## src/cpu_bus_pkg.sv

```systemverilog
// Shared types for the narrow-bus CPU handler
// Frame phases, strobes, bus request and instruction encodings
`default_nettype none

package cpu_bus_pkg;

  // Phase number inside one 9-cycle bus frame
  typedef logic [3:0] frame_phase_t;

  localparam frame_phase_t phase_last = 4'd8;  // Frame wraps after this phase

  // Operations of the accumulator CPU, anything else is a no-op
  typedef enum logic [3:0] {
    op_load  = 4'h1,
    op_store = 4'h2,
    op_add   = 4'h3,
    op_jump  = 4'h4,
    op_halt  = 4'hf
  } opcode_t;

  // Instruction word layout
  typedef struct packed {
    opcode_t     opcode;   // Upper nibble
    logic [27:0] operand;  // Word address of operand or jump target
  } instr_fields_t;

  // One read word, seen as an instruction on a fetch and as data otherwise
  typedef union packed {
    instr_fields_t instr;
    logic [31:0]   data;
  } bus_word_u;

  // Full-width access as the CPU sees it
  typedef struct packed {
    logic [31:0] addr;   // Word address
    logic [31:0] wdata;  // Zero on reads
    logic        write;  // High for a store frame
  } bus_req_t;

  // Per-phase control from the sequencer
  typedef struct packed {
    logic cpu_step;    // Phase 0
    logic load_out;    // Phase 0, serializer captures the request
    logic shift_out;   // Phases 1 to 3
    logic capture_in;  // Phases 5 to 8
  } phase_strobes_t;

endpackage

`default_nettype wire

```

## src/bus_phase_ctrl.sv

```systemverilog
// Frame phase sequencer for the narrow bus
// Counts the nine phases and hands out the CPU step and per-phase strobes
`timescale 1ns/1ps
`default_nettype none

module bus_phase_ctrl (
  input  logic                       clk,
  input  logic                       reset,
  input  logic                       halted,
  output cpu_bus_pkg::phase_strobes_t strobes,
  output logic                       frame_sync
);

  cpu_bus_pkg::frame_phase_t   phase;
  cpu_bus_pkg::frame_phase_t   phase_next;
  cpu_bus_pkg::phase_strobes_t strobes_q;
  cpu_bus_pkg::phase_strobes_t strobes_next;
  logic                        frame_sync_q;

  always_comb begin
    if (halted) begin
      phase_next = '0;  // Park at the start of a frame
    end else if (phase == cpu_bus_pkg::phase_last) begin
      phase_next = '0;
    end else begin
      phase_next = phase + 4'd1;
    end
  end

  // Strobes are registered, so they line up with the phase they belong to
  always_comb begin
    strobes_next = '0;
    case (phase_next)
      4'd0: begin
        strobes_next.cpu_step = 1'b1;
        strobes_next.load_out = 1'b1;
      end
      4'd1, 4'd2, 4'd3: strobes_next.shift_out = 1'b1;
      4'd5, 4'd6, 4'd7, 4'd8: strobes_next.capture_in = 1'b1;
      default: strobes_next = '0;  // Phase 4 shows the last address byte
    endcase
  end

  always_ff @(posedge clk) begin
    if (reset) begin
      phase        <= '0;
      strobes_q    <= '0;
      frame_sync_q <= 1'b0;
    end else begin
      phase        <= phase_next;
      strobes_q    <= strobes_next;
      frame_sync_q <= strobes.load_out;  // Lowest address byte shows next cycle
    end
  end

  // Halt takes effect in the same cycle the CPU reports it
  assign strobes    = halted ? '0 : strobes_q;
  assign frame_sync = frame_sync_q & ~halted;

endmodule

`default_nettype wire

```

## src/bus_byte_out.sv

```systemverilog
// Address and write-data serializer
// Loads a full request once per frame and presents it one byte per phase
`timescale 1ns/1ps
`default_nettype none

module bus_byte_out (
  input  logic                        clk,
  input  logic                        reset,
  input  cpu_bus_pkg::phase_strobes_t strobes,
  input  cpu_bus_pkg::bus_req_t       req,
  output logic [7:0]                  addr_out,
  output logic [7:0]                  data_out,
  output logic [7:0]                  data_oe
);

  logic [31:0] addr_sr;  // Address bytes still to go out
  logic [31:0] data_sr;  // Write bytes still to go out
  logic [7:0]  oe_q;

  always_ff @(posedge clk) begin
    if (reset) begin
      addr_sr <= '0;  // Pins read zero until the first frame
      data_sr <= '0;
      oe_q    <= '0;
    end else if (strobes.load_out) begin
      addr_sr <= req.addr;
      data_sr <= req.wdata;
      oe_q    <= {8{req.write}};  // Held for the whole frame
    end else if (strobes.shift_out) begin
      addr_sr <= {8'h00, addr_sr[31:8]};
      data_sr <= {8'h00, data_sr[31:8]};
    end
  end

  // Byte 3 stays on the pins from phase 4 until the next load
  assign addr_out = addr_sr[7:0];
  assign data_out = data_sr[7:0];
  assign data_oe  = oe_q;

endmodule

`default_nettype wire

```

## src/bus_byte_in.sv

```systemverilog
// Read-data assembler
// Collects the four read bytes of a frame, lowest first, into one word
`timescale 1ns/1ps
`default_nettype none

module bus_byte_in (
  input  logic                        clk,
  input  logic                        reset,
  input  cpu_bus_pkg::phase_strobes_t strobes,
  input  logic [7:0]                  data_in,
  output logic [31:0]                 rdata
);

  logic [31:0] word_sr;

  // New bytes enter at the top and move down, so byte 0 ends in bits 7:0
  always_ff @(posedge clk) begin
    if (reset) begin
      word_sr <= '0;
    end else if (strobes.capture_in) begin
      word_sr <= {data_in, word_sr[31:8]};
    end
  end

  assign rdata = word_sr;  // Complete during phase 0

endmodule

`default_nettype wire

```

## src/acc_cpu.sv

```systemverilog
// 32-bit accumulator CPU with one bus access per step
// Steps once per frame on the word read in the frame before
`timescale 1ns/1ps
`default_nettype none

module acc_cpu #(
  parameter logic [31:0] reset_pc = 32'h0000_0000
) (
  input  logic                  clk,
  input  logic                  reset,
  input  logic                  step,
  input  logic [31:0]           rdata,
  output cpu_bus_pkg::bus_req_t req,
  output logic                  halted
);

  logic [31:0]                pc;
  logic [31:0]                acc;
  logic                       data_frame;  // Last access was a data access
  logic                       started;
  logic                       halted_q;
  cpu_bus_pkg::instr_fields_t instr;       // Instruction behind a data access

  logic [31:0]                pc_next;
  logic [31:0]                acc_next;
  logic                       data_frame_next;
  logic                       halted_next;
  cpu_bus_pkg::instr_fields_t instr_next;
  cpu_bus_pkg::bus_word_u     word;
  logic [31:0]                operand_addr;

  assign word         = rdata;
  assign operand_addr = {4'h0, word.instr.operand};

  // Next state and the request that the serializer loads on this step
  always_comb begin
    req             = '0;
    pc_next         = pc;
    acc_next        = acc;
    data_frame_next = 1'b0;
    halted_next     = halted_q;
    instr_next      = instr;
    if (!started) begin
      req.addr = reset_pc;  // First step, rdata holds nothing yet
      pc_next  = reset_pc;
    end else if (data_frame) begin
      case (instr.opcode)
        cpu_bus_pkg::op_load: acc_next = word.data;
        cpu_bus_pkg::op_add:  acc_next = acc + word.data;  // Wraps at 32 bits
        default:              acc_next = acc;              // Store is already done
      endcase
      pc_next  = pc + 32'd1;
      req.addr = pc + 32'd1;
    end else begin
      instr_next = word.instr;
      case (word.instr.opcode)
        cpu_bus_pkg::op_load, cpu_bus_pkg::op_add: begin
          req.addr        = operand_addr;
          data_frame_next = 1'b1;
        end
        cpu_bus_pkg::op_store: begin
          req.addr        = operand_addr;
          req.wdata       = acc;
          req.write       = 1'b1;
          data_frame_next = 1'b1;
        end
        cpu_bus_pkg::op_jump: begin
          req.addr = operand_addr;
          pc_next  = operand_addr;
        end
        cpu_bus_pkg::op_halt: begin
          req.addr    = pc;  // Never reaches the pins as a frame
          halted_next = 1'b1;
        end
        default: begin
          req.addr = pc + 32'd1;  // No-op
          pc_next  = pc + 32'd1;
        end
      endcase
    end
  end

  always_ff @(posedge clk) begin
    if (reset) begin
      pc         <= '0;
      acc        <= '0;
      data_frame <= 1'b0;
      started    <= 1'b0;
      halted_q   <= 1'b0;
    end else if (step && !halted_q) begin
      pc         <= pc_next;
      acc        <= acc_next;
      data_frame <= data_frame_next;
      started    <= 1'b1;
      halted_q   <= halted_next;
    end
  end

  always_ff @(posedge clk) begin
    if (step && !halted_q) begin
      instr <= instr_next;
    end
  end

  assign halted = halted_q;

endmodule

`default_nettype wire

```

## src/cpu_bus_top.sv

```systemverilog
// Top level of the narrow-bus CPU handler
// Carries the CPU's 32-bit bus over three 8-bit pin groups in 9-phase frames
`timescale 1ns/1ps
`default_nettype none

module cpu_bus_top #(
  parameter logic [31:0] reset_pc = 32'h0000_0000
) (
  input  logic       clk,
  input  logic       reset,
  output logic [7:0] addr_out,
  output logic [7:0] data_out,
  input  logic [7:0] data_in,
  output logic [7:0] data_oe,
  output logic       frame_sync,
  output logic       halted
);

  cpu_bus_pkg::phase_strobes_t strobes;
  cpu_bus_pkg::bus_req_t       req;
  logic [31:0]                 rdata;

  bus_phase_ctrl phase_ctrl_i (
    .clk        (clk),
    .reset      (reset),
    .halted     (halted),
    .strobes    (strobes),
    .frame_sync (frame_sync)
  );

  acc_cpu #(
    .reset_pc (reset_pc)
  ) cpu_i (
    .clk    (clk),
    .reset  (reset),
    .step   (strobes.cpu_step),
    .rdata  (rdata),
    .req    (req),
    .halted (halted)
  );

  bus_byte_out byte_out_i (
    .clk      (clk),
    .reset    (reset),
    .strobes  (strobes),
    .req      (req),
    .addr_out (addr_out),
    .data_out (data_out),
    .data_oe  (data_oe)
  );

  bus_byte_in byte_in_i (
    .clk     (clk),
    .reset   (reset),
    .strobes (strobes),
    .data_in (data_in),
    .rdata   (rdata)
  );

endmodule

`default_nettype wire

```

## config.mk

```make
export PLATFORM = sky130hd
export DESIGN_NAME = cpu_bus_top
export DESIGN_NICKNAME = d
export VERILOG_FILES = /design/src/cpu_bus_pkg.sv /design/src/bus_phase_ctrl.sv /design/src/bus_byte_out.sv /design/src/bus_byte_in.sv /design/src/acc_cpu.sv /design/src/cpu_bus_top.sv
export SDC_FILE = /design/constraint.sdc
export NUM_CORES = 1
export LEC_CHECK = 0
export BUFFER_PORTS_ARGS = -buffer_cell sky130_fd_sc_hd__buf_4
export CORE_UTILIZATION = 45
export DETAILED_ROUTE_END_ITERATION = 12
export REMOVE_ABC_BUFFERS = 1
export SLEW_MARGIN = 40
export SYNTH_ARGS = -nofsm -noshare
export SYNTH_HDL_FRONTEND = slang
export SYNTH_SLANG_ARGS = --single-unit
```

## constraint.sdc

```tcl
create_clock -name clk -period 3.8 [get_ports clk]
set_clock_uncertainty 0.2 [all_clocks]
set_input_delay 0.19 -clock clk [delete_from_list [all_inputs] [get_ports clk]]
set_output_delay 0.19 -clock clk [all_outputs]
set_load 0.03 [all_outputs]
```

==> flow_summary.toml <==
[yosys]
ys_async_sr_fraction_pct = 0
synth.distinct_cells = 70
synth.avg_cell_area_sq_um = 7.76
synth_ff_type = "dfxtp_1"
synth-edff-count = 4
syn_inst = 1304
ys.warnings.count = 0
synth_seq_cells = 176
synth.cell_area_sq_um = 10100
yosysSeqAreaShare_pct = 35.2

[drt]
vias = 9672
via_per_inst = 6.11
wl_mm = 30.9
drtIter0Drc = 826
drtPass1Iterations = 9
drcViolationCount = 4
drt-wirelength-per-cell_microns = 19.5
drtAntennaViolNets = 0

[critical_path]
endpoint_kind = "flop"
critical_path_class = "reg -> reg"
critPathLaunchType = "flop"
crit_chain = "ha_1 > fa_1 > a21o_1 > and4_1 > o211ai_1 > a211oi_1 > or2_2 > or4_1 > a31o_2"
cpPeakStageDelay_ps = 420
arrival_ps = 3350
reg2regPathDepth = 9
regToRegSetupSlack_ps = 580
crit_path_top_delay_cell = "fa_1"
reg2reg_from = "byte_in_i.rdata[0]$_SDFFE_PP0P_"
crit_fanout = 5
crit_required_ps = 3930
reg2reg_to = "cpu_i.acc[30]$_SDFFE_PP0P_"

[final_layout]
layout-drive-gt1-share_pct = 11.0
n_antenna_cell = 0
layout_commonest_cell = "nor2_1"
area_growth_pct = 10.7
fillCellCount = 2178
finalNetCount = 1337
mostFrequentLayoutCells = "nor2_1, dfxtp_1, nand2_1"

[timing]
max-slew-margin-rel_pct = 45.8
hold_viol_final = 0
fin_crit_sh_pct = 84.7
final_max_slew_viol_count = 0
period_needed_ps = 3220
tightest_slew_ps = 814
setup_ws_ps = 582
setup_tns_ps = 0
rsz0062_at_grt = "false"
setup_viol = 0
hold_slack_ps = 32.9
max_freq_mhz = 311

[global_routing]
antenna_found_initial = 0
grtUsageTotal_pct = 27.1
grt_pass1_wl_mm = 49.8
grt_max_degree = 74
first_global_vias = 9064
grt_remaining_overflow = 0

[outcome]
outcome = "finished, violations left"
violations = "DRC"

[pwr]
p_leak_nw = 3.93
peakVddDrop_mv = 0.248
powerDensity_nw_per_um2 = 377
p_total_mw = 4.23

[floorplan]
initial_utilization_pct = 46.1
fp.dieW_microns = 152
die_h_microns = 152
core-area_sq_um = 22000
num_rows = 54
io_pins = 36
die_area_sq_um = 23100

[placed_design]
globalplace.congestion = 0.943
io_buffers = 35
pre_cts_slack_ps = 628
hpwl_mm = 20.9

[worst_hold_path]
hold_path_end = "byte_out_i.data_sr[30]$_SDFFE_PP0P_"
hold_class = "in -> reg"
min-delay-start = "reset"
hold_path_depth = 2

[clock_network]
clock_latency_ps = 430
cts_max_level = 4
root_buffer = "clkbuf_16"
cts_resized = 0
hold_buffers = 8
post_cts_buffers = 0
clock-sinks = 176
cts_tree = "yes"
clk_path_buf_depth = 2
clk_pin_slew_worst_paths_ps = 70
numCtsBuffers = 17

[job]
drv_cap = 0
-- final cells by class --
cell class              instances  area, sq um  share of cell area [%]
clock buffers                  17          425                    3.80
clock inverters                13          140                    1.25
inverters                      14         52.6                   0.469
multi-input cells             993         5960                    53.2
flip-flops and latches        176         3560                    31.8
well taps                     280          350                    3.13
repair buffers                 90          716                    6.38
-- sequential cells by signal, summed over array words and instances (netlist names) --
name	cells
phase_ctrl_i.frame_sync_q	1
phase_ctrl_i.strobes_q	3
cpu_i.acc	32
cpu_i.data_frame	1
byte_in_i.rdata	32
cpu_i.pc	32
byte_out_i.data_oe	1
byte_out_i.data_sr	32
cpu_i.instr	4
cpu_i.halted	1
phase_ctrl_i.phase	4
cpu_i.started	1
byte_out_i.addr_sr	32
-- kinds of logic after synthesis --
| logic type | after synthesis | share of synthesized area [%] |
|---|---|---|
| simple gates | 522 | 23.2 |
| compound gates | 386 | 26.7 |
| flops | 176 | 35.2 |
| buf+inv | 135 | 6.12 |
| xor+xnor | 46 | 3.98 |
| fa+ha+maj | 35 | 4.40 |
| mux | 4 | 0.396 |
-- how the worst max path moves through the flow --
stage | cells after the start | start | slack, ps | endpoint
floorplan | 5 | cpu_i.halted$_SDFFE_PP0P_ | 810 | cpu_i.pc[28]$_SDFFE_PP0P_
global placement | 9 | byte_in_i.rdata[0]$_SDFFE_PP0P_ | 640 | cpu_i.acc[30]$_SDFFE_PP0P_
detailed placement | 9 | byte_in_i.rdata[0]$_SDFFE_PP0P_ | 630 | cpu_i.acc[30]$_SDFFE_PP0P_
CTS | 9 | byte_in_i.rdata[0]$_SDFFE_PP0P_ | 590 | cpu_i.acc[30]$_SDFFE_PP0P_
global route | 9 | byte_in_i.rdata[0]$_SDFFE_PP0P_ | 430 | cpu_i.acc[30]$_SDFFE_PP0P_
finish | 9 | byte_in_i.rdata[0]$_SDFFE_PP0P_ | 580 | cpu_i.acc[30]$_SDFFE_PP0P_
-- metal layers --
layer	wire, microns	track usage [%]	vias to the layer above
met3	1410	3.25	56
met4	833	10.0	0
met1	14400	37.5	4615
met2	14300	43.5	269
met5	0	0	-
li1	-	-	4732
-- stage by stage --
| step | util (%) | std cells | instance area [sq um] |
|---|---|---|---|
| 6_report | 51.0 | 1583 | 11200 |
| 5_1_grt | 51.0 | 1583 | 11200 |
| 4_1_cts | 51.0 | 1582 | 11200 |
| 3_5_place_dp | 48.0 | 1544 | 10500 |
| 3_3_place_gp | 48.0 | 1544 | 10500 |
| 2_1_floorplan | - | 1183 | 9560 |
-- Yosys cell counts (12+ instances only) --
library cell | instances | area share [%]
a22oi_1 | 50 | 3.7
nor2_1 | 184 | 6.8
nor3_1 | 61 | 3.0
nand3_1 | 27 | 1.3
and3_1 | 15 | 0.93
ha_1 | 34 | 4.2
dfxtp_1 | 172 | 34
inv_1 | 14 | 0.52
o21ai_0 | 51 | 2.5
clkbuf_1 | 81 | 3.0
xnor2_1 | 25 | 2.2
nand2_1 | 160 | 5.9
a211oi_1 | 18 | 1.3
buf_4 | 24 | 1.8
a311oi_1 | 15 | 1.3
a21oi_1 | 99 | 4.9
xor2_1 | 21 | 1.8
buf_2 | 12 | 0.59
a221oi_1 | 41 | 3.5
-- power breakdown --
part | switching [mW] | leakage, nW | internal, mW
Clock | 0.788 | 0.267 | 0.964
Sequential | 0.0535 | 1.43 | 1.93
Combinational | 0.317 | 2.23 | 0.181
-- worst max-delay path: cells and delay by family (launching register included) --
family	cells	cell delay [ps]
compound gates	4	910
fa+ha+maj	2	670
flops	1	350
simple gates	3	990
(Power assumes the default switching activity.)
